`src/design/cpu_pkg.sv`:
```
// shared widths, bus commands and enums for the processor, referenced by scoped name
package cpu_pkg;

	////////////////////////////////////////////////////////////
	// widths
	////////////////////////////////////////////////////////////

	// data and address width
	localparam int xlen = 32;

	// one cache line = one memory beat = two instructions
	localparam int line_bits = 64;

	// architectural register index
	localparam int reg_idx_bits = 5;

	// memory transaction tag, zero means refused
	localparam int tag_bits = 4;

	////////////////////////////////////////////////////////////
	// enums
	////////////////////////////////////////////////////////////

	// memory bus command
	typedef enum logic [1:0] {
		bus_none = 2'h0,
		bus_load = 2'h1
	} bus_cmd_e;

	// alu operation picked by decode
	typedef enum logic [2:0] {
		op_add = 3'h0,
		op_sub = 3'h1,
		op_and = 3'h2,
		op_or  = 3'h3,
		op_xor = 3'h4,
		op_lui = 3'h5
	} alu_op_e;

	// sticky status from the rob head
	typedef enum logic [1:0] {
		no_error      = 2'h0,
		illegal_inst  = 2'h1,
		halted_on_wfi = 2'h2
	} error_status_e;

endpackage
```
`src/design/alu_stage.sv`:
```
// single-cycle alu, puts each dispatched result on the cdb one cycle later
`timescale 1ns/1ns

module alu_stage #(
	parameter int rob_depth = 8
) (
	input  logic                         clock,
	input  logic                         rst_n,
	input  logic                         dispatch_valid,
	input  cpu_pkg::alu_op_e             alu_op,
	input  logic [cpu_pkg::xlen-1:0]     opa,
	input  logic [cpu_pkg::xlen-1:0]     opb,
	input  logic [$clog2(rob_depth)-1:0] rob_idx,
	output logic                         cdb_valid,
	output logic [$clog2(rob_depth)-1:0] cdb_rob_idx,
	output logic [cpu_pkg::xlen-1:0]     cdb_data
);

	logic [cpu_pkg::xlen-1:0] result;

	always_comb begin
		case (alu_op)
			cpu_pkg::op_add: result = opa + opb;
			cpu_pkg::op_sub: result = opa - opb;
			cpu_pkg::op_and: result = opa & opb;
			cpu_pkg::op_or:  result = opa | opb;
			cpu_pkg::op_xor: result = opa ^ opb;
			// upper immediate already shifted by decode
			cpu_pkg::op_lui: result = opb;
			default:         result = '0;
		endcase
	end

	always_ff @(posedge clock or negedge rst_n) begin
		if (!rst_n) cdb_valid <= 1'b0;
		else cdb_valid <= dispatch_valid;
	end

	// cdb payload
	always_ff @(posedge clock) begin
		if (dispatch_valid) begin
			cdb_rob_idx <= rob_idx;
			cdb_data    <= result;
		end
	end

endmodule

```
`config.mk`:
```
export PLATFORM = sky130hd
export DESIGN_NAME = alu_stage
export DESIGN_NICKNAME = d
export VERILOG_FILES = /design/src/design/cpu_pkg.sv /design/src/design/alu_stage.sv
export SDC_FILE = /design/constraint.sdc
export NUM_CORES = 1
export LEC_CHECK = 0
export ABC_AREA = 1
export BUFFER_PORTS_ARGS = -buffer_cell sky130_fd_sc_hd__clkbuf_2
export CORE_MARGIN = 2
export CORE_UTILIZATION = 40
export DETAILED_ROUTE_END_ITERATION = 8
export HOLD_SLACK_MARGIN = 0.1
export RECOVER_POWER = 100
export SLEW_MARGIN = 25
export SYNTH_ARGS = -nofsm -noshare
export SYNTH_HDL_FRONTEND = slang
export SYNTH_SLANG_ARGS = --single-unit
```
`constraint.sdc`:
```
create_clock -name clock -period 0.8 [get_ports clock]
set_clock_uncertainty 0.2 [all_clocks]
set_input_delay 0.12 -clock clock [delete_from_list [all_inputs] [get_ports clock]]
set_output_delay 0.12 -clock clock [all_outputs]
set_load 0.01 [all_outputs]
```
### Word level (Yosys, flattened, before mapping)

Cells that the tools add are included.

| word-level totals | value |
|---|---|
| register bits | 36 |
| bits of input ports | 73 |

| cells by class | value |
|---|---|
| add/sub/neg operators | 2 |
| equality and inequality tests | 5 |
| multiplexer cells | 1 |
| bitwise operators | 3 |
| reduce and logical (&&, ||, !) cells | 1 |

Operator list:

| kind | count |
|---|---|
| $pmux 32 s6 | 1 |
| $add 32x32->32 | 1 |
| $and 32x32->32 | 1 |
| $or 32x32->32 | 1 |
| $sub 32x32->32 | 1 |
| $xor 32x32->32 | 1 |
| $eq 3x2->1 const B | 2 |
| $eq 3x3->1 const B | 2 |
| $eq 3x1->1 const B | 1 |
| $logic_not 3->1 | 1 |

### Longest topological paths before layout

Gate-level depths: netlist (run 1).

| logic depth | value |
|---|---|
| word-level depth | 2 |
| depth in mapped cells | 24 |

### Least setup slack after synthesis (run 1)

Ideal clock, no wire load.

| timing | value |
|---|---|
| kind | in2reg |
| start point | in opb[0] in the netlist's numbering |
| end point | reg cdb_data[26] in the netlist's numbering, data pin |
| arrival | 2272 ps |
| required time | 340 ps |
| path slack | -1933 ps |
| stages | 20 |
| cells stage by stage | inv_1 ha_1 nand3_2 nor2_2 nand2_2 nor2_4 nand2_1 nand2_2 nand2_1 xor2_1 ha_1 nand2_1 nor2_1 nand2_1 nor4_2 nand2_1 nand2_1 nand2_1 nand3_1 nand2_1 |

| between the ends | value |
|---|---|
| cells in the longest elaborated chain, start to end | 2 |
| elaborated cells on any way between the ends | 3 |
| those cells by class | add/sub: 2; mux: 1 |

RTL lines:

| what | line | RTL |
|---|---|---|
| from (decl) | alu_stage.sv:12 | `input logic [cpu_pkg::xlen-1:0] opb,` |
| $sub 32x32->32 or $add 32x32->32 (tied branches) | alu_stage.sv:24, alu_stage.sv:23 |  |
| $pmux 32 s6 (*) | alu_stage.sv:22 | `case (alu_op)` |
| via result (one bit) | alu_stage.sv:19 | `logic [cpu_pkg::xlen-1:0] result;` |
| to (signal assigned) | alu_stage.sv:43 | `cdb_data <= result;` |
| to (decl) | alu_stage.sv:16 | `output logic [cpu_pkg::xlen-1:0] cdb_data` |

The timed path passes the listed nets; every way through them passes the cells marked *.
A chain may end at the register's enable or synchronous reset.

### Worst setup path in the final report (run 1)

| timing | value |
|---|---|
| start point | in opb[7] in the netlist's numbering |
| end point | reg cdb_data[25] in the netlist's numbering, data pin |

Same word-level chain as after synthesis.

==> impl_summary.log, run 1 <==
INFO  metric timing.final.setup_violations = 94
INFO  metric detail_route.iter0.violations = 538
INFO  metric grt_start_max_net_pins = 28
INFO  metric timing_hold_violations_final = 4
INFO  metric worst_hold_path_type = input pin to register
INFO  metric wire_per_inst = between 15 and 20 um
INFO  metric hold_crit_depth = 1
INFO  metric total_nets_after_synthesis = 1120
INFO  metric route.detailed.drc = 0
INFO  metric initial_utilization = approximately two fifths
INFO  metric worstPathMaxFanout = 4
INFO  metric antenna_violations_before_repair = 1
INFO  metric grt_total_usage = 28.6%
INFO  metric yosys_register_bits = 36
INFO  metric syn_area_cell = 6.49 um^2
INFO  metric dr.pass1.iters = 5
INFO  metric cts_buffers = 5
INFO  metric place.detailed.hpwl = roughly 18000 um
INFO  metric fin_crit = 2.73 ns
INFO  metric clk_root_buffer_cell = sky130_fd_sc_hd__clkbuf_16
INFO  metric run_status = complete, but fails checks
INFO  metric worst_path_clk_slew = 0.06 ns
INFO  metric antenna_left = 0
INFO  metric whs = -0.201 ns
INFO  metric worstSetupEndpointType = register
INFO  metric final_cell_area = approximately 11000 um^2
INFO  metric cp_data_arrival_time = about 2.6 ns
INFO  metric synth_area = 6160 um^2
INFO  metric postSynth.topFlopCell = sky130_fd_sc_hd__edfxtp_1
INFO  metric netSwitchingFraction = between 30% and 40%
INFO  metric gp_routability_congestion = 0.962
INFO  metric power.clock.fraction = 23.8%
INFO  metric max-cap-violations = 0
INFO  metric p_leak = 5.53 nW
INFO  metric cts_tree = built
INFO  metric critical_path_required = 0.65 ns
INFO  metric power_frac_seq = 18.7%
INFO  metric core_area = 15100 um^2
INFO  metric net-switching-power = between 0.005 and 0.006 W
INFO  metric wire_length_of_the_first_global_routing_pass = around 37000 um
INFO  metric cts-root-to-sink-buffers = 2
INFO  metric maxClockFrequency = 0.367 GHz
INFO  metric hold_buf_count_cts = 1
INFO  metric io-pin-count = between 100 and 150
INFO  metric design.final.nets = 1468
INFO  metric vias_in_the_first_global_route = 7337
INFO  metric postSynthCellCount = 950
INFO  metric post_drt_via_cell_ratio = just over 5
INFO  metric grt_remaining_overflow = 0
INFO  metric rows = 45
INFO  metric portBuffers = roughly 110
INFO  metric rsz0062_at_grt = yes
INFO  metric period_share = 341%
INFO  metric fraction_of_final_layout_cells_with_drive_strength_greater_than_1 = 50.2%
INFO  metric fp.dieArea = 16400 um^2
INFO  metric setup.worst_path.start_class = input pin
INFO  metric die-height = ~130 um
INFO  metric share_comb_of_total_power = a little under three fifths
INFO  metric chipWidth = 128 um
INFO  metric yosysSeqAreaShare = between 10% and 20%
INFO  metric violated_checks = hold timing, setup timing
INFO  metric clock_sinks = 36
INFO  metric place_worst_setup_slack = -2.39 ns
INFO  metric syn_warnings = 0
INFO  metric power_per_cell_area = between 1000 and 1500 nW/um^2
INFO  metric internal_power = 0.00785 W
INFO  metric synthToLayoutAreaGrowth = 71.8%
INFO  metric synth.lib_cells_used.distinct = 48
INFO  metric peakVddDrop = between 1 and 1.5 mV
INFO  metric cts.htree.levels = 2
INFO  metric worst-setup-path-type = input pin to register
INFO  metric synth-edff-count = 35
INFO  metric maxSlewHeadroom = a little over half
INFO  metric placement.cell_area = 8770 um^2
INFO  metric setup_slack = -1.93 ns
INFO  metric worst_pin_slew = 0.685 ns
INFO  metric vias = 7632
INFO  metric final_max_slew_viol_count = 0
INFO  metric drt_wl_total = ~24000 um
INFO  metric num-fill-cells = 1204
INFO  metric postSynth.asyncResetShare = under 10%
## timing repair
| item | in CTS | in global routing |
|---|---|---|
| endpoints found under the setup margin | 68 | 68 |
| buffers inserted | 20 | 24 |
| resized for setup | 145 | 190 |
| pin swaps | 75 | 92 |
| gates cloned | 2 | 0 |
| endpoints found under the hold margin | 36 | 22 |
## cell usage in the layout (no fill, tap or decap), types with 4 or more instances in the layout
cell type	count
sky130_fd_sc_hd__a21oi_1	11
sky130_fd_sc_hd__a21oi_2	24
sky130_fd_sc_hd__a21oi_4	5
sky130_fd_sc_hd__a221oi_1	26
sky130_fd_sc_hd__buf_12	5
sky130_fd_sc_hd__buf_4	206
sky130_fd_sc_hd__buf_6	35
sky130_fd_sc_hd__buf_8	4
sky130_fd_sc_hd__clkbuf_16	6
sky130_fd_sc_hd__clkbuf_2	104
sky130_fd_sc_hd__edfxtp_1	35
sky130_fd_sc_hd__ha_1	72
sky130_fd_sc_hd__ha_2	5
sky130_fd_sc_hd__ha_4	19
sky130_fd_sc_hd__inv_1	153
sky130_fd_sc_hd__inv_2	18
sky130_fd_sc_hd__inv_4	5
sky130_fd_sc_hd__nand2_1	181
sky130_fd_sc_hd__nand2_2	78
sky130_fd_sc_hd__nand2_4	24
sky130_fd_sc_hd__nand3_1	29
sky130_fd_sc_hd__nand3_2	12
sky130_fd_sc_hd__nand3_4	6
sky130_fd_sc_hd__nand3b_1	9
sky130_fd_sc_hd__nand4_1	9
sky130_fd_sc_hd__nor2_1	46
sky130_fd_sc_hd__nor2_2	17
sky130_fd_sc_hd__nor2_4	26
sky130_fd_sc_hd__nor3_4	4
sky130_fd_sc_hd__o211ai_1	5
sky130_fd_sc_hd__o21ai_0	13
sky130_fd_sc_hd__o21ai_1	7
sky130_fd_sc_hd__o21ai_2	12
sky130_fd_sc_hd__o21bai_1	4
sky130_fd_sc_hd__o22ai_1	9
sky130_fd_sc_hd__xor2_1	22
sky130_fd_sc_hd__xor2_2	9
## cell families after synthesis
kind of cell | count (synthesis) | synth area share (%)
XOR/XNOR | 31 | 4.41
flip-flops | 36 | 17.5
adder cells (fa/ha/maj) | 97 | 19.8
AND/OR/NAND/NOR | 454 | 31.9
buffers and inverters | 198 | 12.5
AO/OA/AOI/OAI | 134 | 13.9
## registers in the layout (all words and copies together) (netlist names)
| signal | cells |
|---|---|
| cdb_data | 32 |
| cdb_rob_idx | 3 |
| cdb_valid | 1 |
## through the flow
stage | TNS (ns) | total power, W | cells | hold slack [ns] | utilization, %
after floorplan | -47.56 | 0.00545 | 950 | -0.376 | -
after global placement | -70.78 | 0.00793 | 1439 | -0.306 | 57.9
after detailed placement | -71.65 | 0.00799 | 1439 | -0.304 | 57.9
after CTS | -63.55 | 0.0119 | 1467 | -0.206 | 64.2
after global routing | -71.41 | 0.0137 | 1487 | -0.202 | 69.9
final | -66.00 | 0.0130 | 1488 | -0.201 | 69.9
## worst max-delay path: stages
cell                       delay, ns
sky130_fd_sc_hd__clkbuf_2       0.14
sky130_fd_sc_hd__nor2_2         0.15
sky130_fd_sc_hd__nand2_1        0.11
sky130_fd_sc_hd__nor2_4         0.14
sky130_fd_sc_hd__nand2_4        0.09
sky130_fd_sc_hd__nor2_4         0.16
sky130_fd_sc_hd__nand2_1        0.08
sky130_fd_sc_hd__nand2_2        0.13
sky130_fd_sc_hd__nand2_2        0.07
sky130_fd_sc_hd__xor2_1         0.16
sky130_fd_sc_hd__ha_2           0.41
sky130_fd_sc_hd__nand2_4        0.10
sky130_fd_sc_hd__nor2_4         0.16
sky130_fd_sc_hd__inv_1          0.05
sky130_fd_sc_hd__o21bai_1       0.15
sky130_fd_sc_hd__nor2_1         0.08
sky130_fd_sc_hd__nand2_1        0.06
sky130_fd_sc_hd__nand2_1        0.06
sky130_fd_sc_hd__nand3_2        0.09
sky130_fd_sc_hd__nand2_2        0.05
## layout make-up
type / instances / area (um^2) / area share [%]
multi-input combinational: 716 / 5640 / 53.2
tap: 188 / 235 / 2.22
clock inverter: 3 / 90.1 / 0.851
antenna: 1 / 2.50 / 0.0236
timing repair buffer: 358 / 2700 / 25.5
clock buffer: 5 / 125 / 1.18
inverter: 181 / 727 / 6.87
sequential: 36 / 1080 / 10.2
## power by group through the flow
stage               Combinational [W]  Sequential [W]  Clock, W
CTS                           0.00634         0.00242   0.00312
detailed placement            0.00552         0.00246         0
global route                  0.00804         0.00244   0.00317
global placement              0.00547         0.00246         0
finish                        0.00745         0.00242   0.00308
floorplan                     0.00286         0.00258         0
## cell usage after synthesis (2+ instances only)
cell	instances	area, um^2
sky130_fd_sc_hd__a21o_1	2	15.0
sky130_fd_sc_hd__a21oi_1	39	195
sky130_fd_sc_hd__a221oi_1	26	228
sky130_fd_sc_hd__a31oi_1	2	12.5
sky130_fd_sc_hd__buf_2	11	55.1
sky130_fd_sc_hd__clkbuf_1	3	11.3
sky130_fd_sc_hd__edfxtp_1	35	1050
sky130_fd_sc_hd__ha_1	96	1200
sky130_fd_sc_hd__inv_1	175	657
sky130_fd_sc_hd__inv_2	5	18.8
sky130_fd_sc_hd__nand2_1	269	1010
sky130_fd_sc_hd__nand2_2	15	93.8
sky130_fd_sc_hd__nand3_1	42	210
sky130_fd_sc_hd__nand3_2	4	40.0
sky130_fd_sc_hd__nand3b_1	9	67.6
sky130_fd_sc_hd__nand4_1	9	56.3
sky130_fd_sc_hd__nor2_1	84	315
sky130_fd_sc_hd__nor2_2	4	25.0
sky130_fd_sc_hd__nor3_1	8	40.0
sky130_fd_sc_hd__o2111ai_1	3	26.3
sky130_fd_sc_hd__o211ai_1	5	37.5
sky130_fd_sc_hd__o21a_1	2	15.0
sky130_fd_sc_hd__o21ai_0	29	145
sky130_fd_sc_hd__o21ai_1	3	15.0
sky130_fd_sc_hd__o21ai_2	2	17.5
sky130_fd_sc_hd__o21bai_1	4	30.0
sky130_fd_sc_hd__o221ai_1	3	26.3
sky130_fd_sc_hd__o22ai_1	9	56.3
sky130_fd_sc_hd__o31ai_1	2	15.0
sky130_fd_sc_hd__or2_2	2	12.5
sky130_fd_sc_hd__xor2_1	31	272
## per-layer routing
layer / share of wire, % / track usage (%) / vias to the layer above
met5: 0 / 0 / -
met4: 1.7 / 6.66 / 0
met3: 7.0 / 3.34 / 33
met2: 45 / 45.5 / 307
met1: 46 / 41.3 / 3516
li1: - / - / 3776
## final timing paths
path | startpoint | endpoint | slack, ns
max | opb[7] | cdb_data[25] | -1.93
min | rob_idx[1] | cdb_rob_idx[1] | -0.20
max in group asynchronous | rst_n | cdb_valid | 0.39
min in group asynchronous | rst_n | cdb_valid | -0.07
Note: power is estimated with default switching activity, not from simulation.
==> run 2, diff against run 1 <==
--- a/config.mk
+++ b/config.mk
@@ -7,10 +7,13 @@
 export LEC_CHECK = 0
 export ABC_AREA = 1
 export BUFFER_PORTS_ARGS = -buffer_cell sky130_fd_sc_hd__clkbuf_2
+export CELL_PAD_IN_SITES_DETAIL_PLACEMENT = 1
+export CELL_PAD_IN_SITES_GLOBAL_PLACEMENT = 2
 export CORE_MARGIN = 2
-export CORE_UTILIZATION = 40
+export CORE_UTILIZATION = 31
 export DETAILED_ROUTE_END_ITERATION = 8
 export HOLD_SLACK_MARGIN = 0.1
+export PLACE_DENSITY_LB_ADDON = 0.1
 export RECOVER_POWER = 100
 export SLEW_MARGIN = 25
 export SYNTH_ARGS = -nofsm -noshare
==> run 2 against run 1 <==
Sequential share of layout area is 0.20 points lower. Combinational power is 6.2% higher. Flip-flop and latch count stayed put. Wire length is 20% higher. Maximum frequency is 0.49% higher. First-iteration DRC count is 30% lower. Die area is 28% higher. The flow still finishes with violations (hold timing, setup timing).
==> impl_summary.log, run 2 (synthesis results as in run 1) <==
INFO  metric layout.cells.most_common_list = sky130_fd_sc_hd__buf_4, sky130_fd_sc_hd__nand2_1, sky130_fd_sc_hd__inv_1
INFO  metric worst_path_clk_slew = 0.07 ns
INFO  metric grt_remaining_overflow = 0
INFO  metric rsz0062_at_grt = yes
INFO  metric cts.htree.levels = 2
INFO  metric grt_start_max_net_pins = 22
INFO  metric die-height = 145 um
INFO  metric final_max_slew_viol_count = 0
INFO  metric utilization = a little under three fifths
INFO  metric grt_total_usage = 26.1%
INFO  metric post_drt_via_cell_ratio = between 4 and 5
INFO  metric mostFrequentLayoutCell = sky130_fd_sc_hd__buf_4
INFO  metric drt_wl_total = about 29000 um
INFO  metric route.detailed.drc = 0
INFO  metric finalSetupTns = -66.18 ns
INFO  metric hold_buf_count_cts = 1
INFO  metric run_status = complete, but fails checks
INFO  metric gp_routability_congestion = about 0.89
INFO  metric worst_pin_slew = around 0.64 ns
INFO  metric timing.final.setup_violations = 88
INFO  metric vias_in_the_first_global_route = 7914
INFO  metric cp_data_arrival_time = between 2 and 3 ns
INFO  metric max-cap-violations = 0
INFO  metric period_share = 339%
INFO  metric rows = 51
INFO  metric initial_utilization = a little under a third
INFO  metric wire_length_of_the_first_global_routing_pass = between 40000 and 50000 um
INFO  metric clk_root_buffer_cell = sky130_fd_sc_hd__clkbuf_16
INFO  metric hold_crit_depth = 1
INFO  metric power_per_cell_area = 1150 nW/um^2
INFO  metric chipWidth = 145 um
INFO  metric cts_tree = built
INFO  metric largest_register_ff_count = 32
INFO  metric worst_setup_path_startpoint = opb[7]
INFO  metric num_antenna_cells = 0
INFO  metric io-pin-count = 109
INFO  metric timing_hold_violations_final = 4
INFO  metric p_leak = 5.57 nW
INFO  metric detail_route.iter0.violations = 378
INFO  metric worst-setup-path-type = input pin to register
INFO  metric setup.worst_path.start_class = input pin
INFO  metric synthToLayoutAreaGrowth = 75.2%
INFO  metric fp.dieArea = 21000 um^2
INFO  metric place.detailed.hpwl = ~23000 um
INFO  metric clock_sinks = 36
INFO  metric cts-root-to-sink-buffers = 2
INFO  metric reg_top3 = cdb_data (32), cdb_rob_idx (3), cdb_valid (1)
INFO  metric final_cells = 1568
INFO  metric design.final.nets = 1473
INFO  metric critical_path_destination = cdb_data[31]
INFO  metric fin_crit = 2.71 ns
INFO  metric vias = roughly 7700
INFO  metric worstSetupEndpointType = register
INFO  metric fraction_of_final_layout_cells_with_drive_strength_greater_than_1 = 51.3%
INFO  metric antenna_violations_before_repair = 0
INFO  metric peakVddDrop = 0.729 mV
INFO  metric maxClockFrequency = about 0.37 GHz
INFO  metric maxSlewHeadroom = 57.1%
INFO  metric antenna_left = 0
INFO  metric violated_checks = hold timing, setup timing
INFO  metric whs = -0.199 ns
INFO  metric dr.pass1.iters = 5
INFO  metric dp.cells = 1523
INFO  metric wire_per_inst = roughly 18 um
INFO  metric portBuffers = 108
INFO  metric setup_slack = -1.91 ns
INFO  metric critical_path_required = ~0.65 ns
INFO  metric design_power_total = 0.0124 W
INFO  metric worst_hold_path_type = input pin to register
INFO  metric core_area = 19500 um^2
INFO  metric worstPathMaxFanout = 4
INFO  metric cts_buffers = 5
INFO  metric top_register = cdb_data
## run 2: changes by cell type in the layout (fill, tap and decap cells not counted), moves of 4 or more
cell                      delta
sky130_fd_sc_hd__a21oi_1     +4
sky130_fd_sc_hd__buf_6       -7
sky130_fd_sc_hd__buf_4      +10
sky130_fd_sc_hd__nand2_2     -8
sky130_fd_sc_hd__a21oi_2     -4
sky130_fd_sc_hd__nand2_4    +10
sky130_fd_sc_hd__ha_4        +6
sky130_fd_sc_hd__nand3_1     -6
## run 2: critical path: stages
cell	delay, ns
sky130_fd_sc_hd__clkbuf_2	0.15
sky130_fd_sc_hd__nor2_2	0.14
sky130_fd_sc_hd__nand2_1	0.11
sky130_fd_sc_hd__nor2_4	0.16
sky130_fd_sc_hd__nand2_4	0.09
sky130_fd_sc_hd__nor2_4	0.17
sky130_fd_sc_hd__nand4_1	0.16
sky130_fd_sc_hd__nand2_2	0.14
sky130_fd_sc_hd__nand2_2	0.09
sky130_fd_sc_hd__xor2_2	0.16
sky130_fd_sc_hd__ha_4	0.32
sky130_fd_sc_hd__nand2_1	0.10
sky130_fd_sc_hd__a21oi_2	0.13
sky130_fd_sc_hd__nor2_1	0.05
sky130_fd_sc_hd__nand2_1	0.06
sky130_fd_sc_hd__inv_1	0.04
sky130_fd_sc_hd__nand2_2	0.08
sky130_fd_sc_hd__inv_1	0.04
sky130_fd_sc_hd__nand2_1	0.07
sky130_fd_sc_hd__nand2_1	0.06
sky130_fd_sc_hd__nand3_2	0.05
sky130_fd_sc_hd__nand2_1	0.05
## run 2: per-layer routing
layer  vias up  routed length (um)  part of all wire [%]  GRT usage (%)
met5         -                   0                     0              0
met4         0                 210                  0.73           3.51
met3        14                1220                   4.2           3.08
met2       168               13700                    47           42.7
met1      3786               13800                    48           37.8
li1       3775                   -                     -              -
## run 2: through the flow
stage	cell area [um^2]	hold WS, ns	worst slack [ns]
final	10800	-0.199	-1.91
after global routing	10800	-0.205	-2.12
after CTS	9950	-0.207	-1.91
after detailed placement	8940	-0.304	-2.49
after global placement	8940	-0.304	-2.46
after floorplan	6470	-0.376	-1.76
## run 2: worst min path at each step
stage | start | to | slack, ns
2_1_floorplan | rst_n | cdb_valid | -0.38
3_3_place_gp | rst_n | cdb_valid | -0.30
3_5_place_dp | rst_n | cdb_valid | -0.30
4_1_cts | rob_idx[1] | cdb_rob_idx[1] | -0.21
5_1_grt | rob_idx[2] | cdb_rob_idx[2] | -0.20
6_report | rob_idx[1] | cdb_rob_idx[1] | -0.20
## run 2: repair_timing
| item | in CTS | in global routing |
|---|---|---|
| endpoints found under the hold margin | 22 | 11 |
| buffers inserted | 26 | 13 |
| gates resized for setup | 178 | 182 |
| pin swaps | 68 | 69 |
| gates cloned | 0 | 0 |
| endpoints found under the setup margin | 68 | 68 |
## run 2: power breakdown
group / internal, W / leakage (nW) / switching (W)
combinational: 0.00357 / 5.16 / 0.00434
clock: 0.00114 / 0.0667 / 0.000931
sequential: 0.00236 / 0.351 / 0.0000878
total: 0.00707 / 5.57 / 0.00536
## run 2: area by class of cell
type	instances	area (um^2)
Multi-Input combinational cell	716	5800
Fill cell	2436	8660
Timing Repair Buffer	363	2710
Clock inverter	1	5.00
Sequential cell	36	1080
Tap cell	265	332
Clock buffer	6	129
Inverter	181	741
==> run 3, diff against run 2 <==
--- a/config.mk
+++ b/config.mk
@@ -11,10 +11,12 @@
 export CELL_PAD_IN_SITES_GLOBAL_PLACEMENT = 2
 export CORE_MARGIN = 2
 export CORE_UTILIZATION = 31
+export CTS_CLUSTER_SIZE = 10
 export DETAILED_ROUTE_END_ITERATION = 8
 export HOLD_SLACK_MARGIN = 0.1
 export PLACE_DENSITY_LB_ADDON = 0.1
 export RECOVER_POWER = 100
+export SKIP_CTS_REPAIR_TIMING = 1
 export SLEW_MARGIN = 25
 export SYNTH_ARGS = -nofsm -noshare
 export SYNTH_HDL_FRONTEND = slang
==> run 3 against run 2 <==
The flow still finishes with violations (hold timing, setup timing). Hold slack got worse by 0.0032 ns. Total power fell by 1.5%. Wire length fell by 1.6%. Count of clock-buffer cells in the layout did not move. Clock power barely moved. Design area fell by 1.0%. Via count fell by 0.46%. Combinational power fell by 2.5%. Global-route usage fell by 1.1 points. Sequential share of layout area rose by 0.10 points. Worst setup slack got worse by 0.029 ns. Utilization fell by 0.57 points. Critical endpoint unchanged. Largest power group unchanged. Highest routed layer unchanged.
==> impl_summary.log, run 3 (synthesis results as in run 1) <==
INFO  metric rsz0062_at_grt = yes
INFO  metric route.detailed.drc = 0
INFO  metric peakVddDrop = 0.756 mV
INFO  metric synthToLayoutAreaGrowth = 73.4%
INFO  metric fin_crit = 2.74 ns
INFO  metric antenna_left = 0
INFO  metric power_frac_seq = 20.0%
INFO  metric place.detailed.hpwl = 22800 um
INFO  metric hold_crit_depth = 1
INFO  metric dr.pass1.iters = 4
INFO  metric worstPathMaxFanout = 4
INFO  metric violated_checks = hold timing, setup timing
INFO  metric layout.cells.most_common_list = sky130_fd_sc_hd__buf_4, sky130_fd_sc_hd__nand2_1, sky130_fd_sc_hd__inv_1
INFO  metric detail_route.iter0.violations = 339
INFO  metric timing_hold_violations_final = 4
INFO  metric worst-setup-path-type = input pin to register
INFO  metric dp.cells = 1523
INFO  metric timing.critical_path.mode_cell = sky130_fd_sc_hd__nand2_1
INFO  metric largest_register_ff_count = 32
INFO  metric rows = about 50
INFO  metric share_comb_of_total_power = 62.9%
INFO  metric worst_path_clk_slew = 0.07 ns
INFO  metric p_leak = ~5.5 nW
INFO  metric cts-root-to-sink-buffers = 2
INFO  metric maxClockFrequency = 0.365 GHz
INFO  metric cts_tree = built
INFO  metric design_power_total = 0.0122 W
INFO  metric design.final.nets = between 1000 and 1500
INFO  metric vias = 7707
INFO  metric cp_data_arrival_time = 2.60 ns
INFO  metric final_max_slew_viol_count = 0
INFO  metric vias_in_the_first_global_route = 7534
INFO  metric cts_buffers = 5
INFO  metric worst_pin_slew = approximately 0.57 ns
INFO  metric power_per_cell_area = 1150 nW/um^2
INFO  metric max-cap-violations = 0
INFO  metric critical_path.slowest_cell = sky130_fd_sc_hd__ha_2
INFO  metric core_area = 19500 um^2
INFO  metric net-switching-power = approximately 0.0052 W
INFO  metric reg_top3 = cdb_data (32), cdb_rob_idx (3), cdb_valid (1)
INFO  metric wire_per_inst = around 18 um
INFO  metric setup.worst_path.start_class = input pin
INFO  metric finalSetupTns = -65.45 ns
INFO  metric cts.htree.levels = 2
INFO  metric path_cells = buf_8, inv_8, ha_4, nand3_4, nor2_4, nand2_4, nor2_4, nand2_1, nand2_2, nand3_2, xor2_1, ha_2, a21oi_2, nand2_2, nand2_1, nand2_1, inv_1, nand2_2, a21oi_2, nand2_1, nand3_2, nand2_1
INFO  metric period_share = 343%
INFO  metric fp.dieArea = 21000 um^2
INFO  metric min_to = cdb_rob_idx[1]
INFO  metric post_drt_via_cell_ratio = around 5
INFO  metric run_status = complete, but fails checks
INFO  metric setup_slack = -1.94 ns
INFO  metric cp_slowest_stage_delay = 0.36 ns
INFO  metric grt_remaining_overflow = 0
INFO  metric io-pin-count = 109
INFO  metric num-fill-cells = 2405
INFO  metric antenna_violations_before_repair = 0
INFO  metric min-delay-start = rob_idx[1]
INFO  metric clk_root_buffer_cell = sky130_fd_sc_hd__clkbuf_16
INFO  metric chipWidth = 145 um
INFO  metric maxSlewHeadroom = 61.7%
INFO  metric portBuffers = 108
INFO  metric worst_hold_path_type = input pin to register
INFO  metric drt_wl_total = 28500 um
INFO  metric grt_start_max_net_pins = 22
INFO  metric netSwitchingFraction = 42.8%
INFO  metric wire_length_of_the_first_global_routing_pass = roughly 41000 um
INFO  metric fraction_of_final_layout_cells_with_drive_strength_greater_than_1 = between 50% and 60%
INFO  metric final_cells = 1575
INFO  metric critical_path_required = about 0.66 ns
INFO  metric mostFrequentLayoutCell = sky130_fd_sc_hd__buf_4
INFO  metric die-height = 145 um
INFO  metric gp_routability_congestion = 0.891
INFO  metric timing.final.setup_violations = between 80 and 90
INFO  metric num_antenna_cells = 0
INFO  metric clock_sinks = 36
INFO  metric power.clock.fraction = between 10% and 20%
INFO  metric initial_utilization = a little under a third
INFO  metric whs = -0.202 ns
INFO  metric top_register = cdb_data
INFO  metric grt_total_usage = 25.0%
INFO  metric worstSetupEndpointType = register
INFO  metric internal_power = between 0.007 and 0.008 W
[run 3: cell types whose count changed in the layout (fill, tap and decap cells not counted), sizes merged]
| cell | before | now |
|---|---|---|
| buf | 255 | 269 |
| clkbuf | 113 | 106 |
[run 3: stage by stage]
step                setup slack (ns)  area [um^2]  hold slack (ns)  util (%)
floorplan                      -1.76         6470           -0.376         -
global placement               -2.46         8940           -0.304      46.0
detailed placement             -2.49         8940           -0.304      46.0
CTS                            -2.19         9080           -0.620      46.6
global route                   -2.10        10700           -0.205      54.9
finish                         -1.94        10700           -0.202      54.9
[run 3: area by class of cell]
class	count	area, um^2	area share, %
Inverter	181	723	6.77
Clock buffer	6	129	1.21
Clock inverter	1	5.00	0.0468
Sequential cell	36	1080	10.1
Timing Repair Buffer	370	2770	25.9
Multi-Input combinational cell	716	5650	52.9
Tap cell	265	332	3.10
[run 3: routing by layer]
layer | wire length (um) | track usage, %
met4 | 181 | 3.47
met5 | 0 | 0
met3 | 1030 | 2.61
met1 | 14200 | 37.4
met2 | 13100 | 39.5
[run 3: how the worst max path moves through the flow]
stage / start / slack (ns) / endpoint
after floorplan: opb[1] / -1.76 / cdb_data[31]
after global placement: opb[7] / -2.46 / cdb_data[26]
after detailed placement: opb[7] / -2.49 / cdb_data[30]
after CTS: opb[7] / -2.19 / cdb_data[26]
after global routing: opb[0] / -2.10 / cdb_data[31]
final: opb[0] / -1.94 / cdb_data[31]
[run 3: worst max-delay path: cells and delay by family]
kind            cells  cell delay (ns)
compound gates      2             0.35
xor+xnor            1             0.19
buf+inv             3             0.21
fa+ha+maj           2             0.50
simple gates       14             1.19
[run 3: power by group through the flow]
stage | combinational (W) | sequential [W] | clock, W
CTS | 0.00592 | 0.00245 | 0.00212
detailed placement | 0.00589 | 0.00249 | 0
floorplan | 0.00286 | 0.00258 | 0
global placement | 0.00576 | 0.00249 | 0
finish | 0.00771 | 0.00245 | 0.00209
global route | 0.00834 | 0.00247 | 0.00214
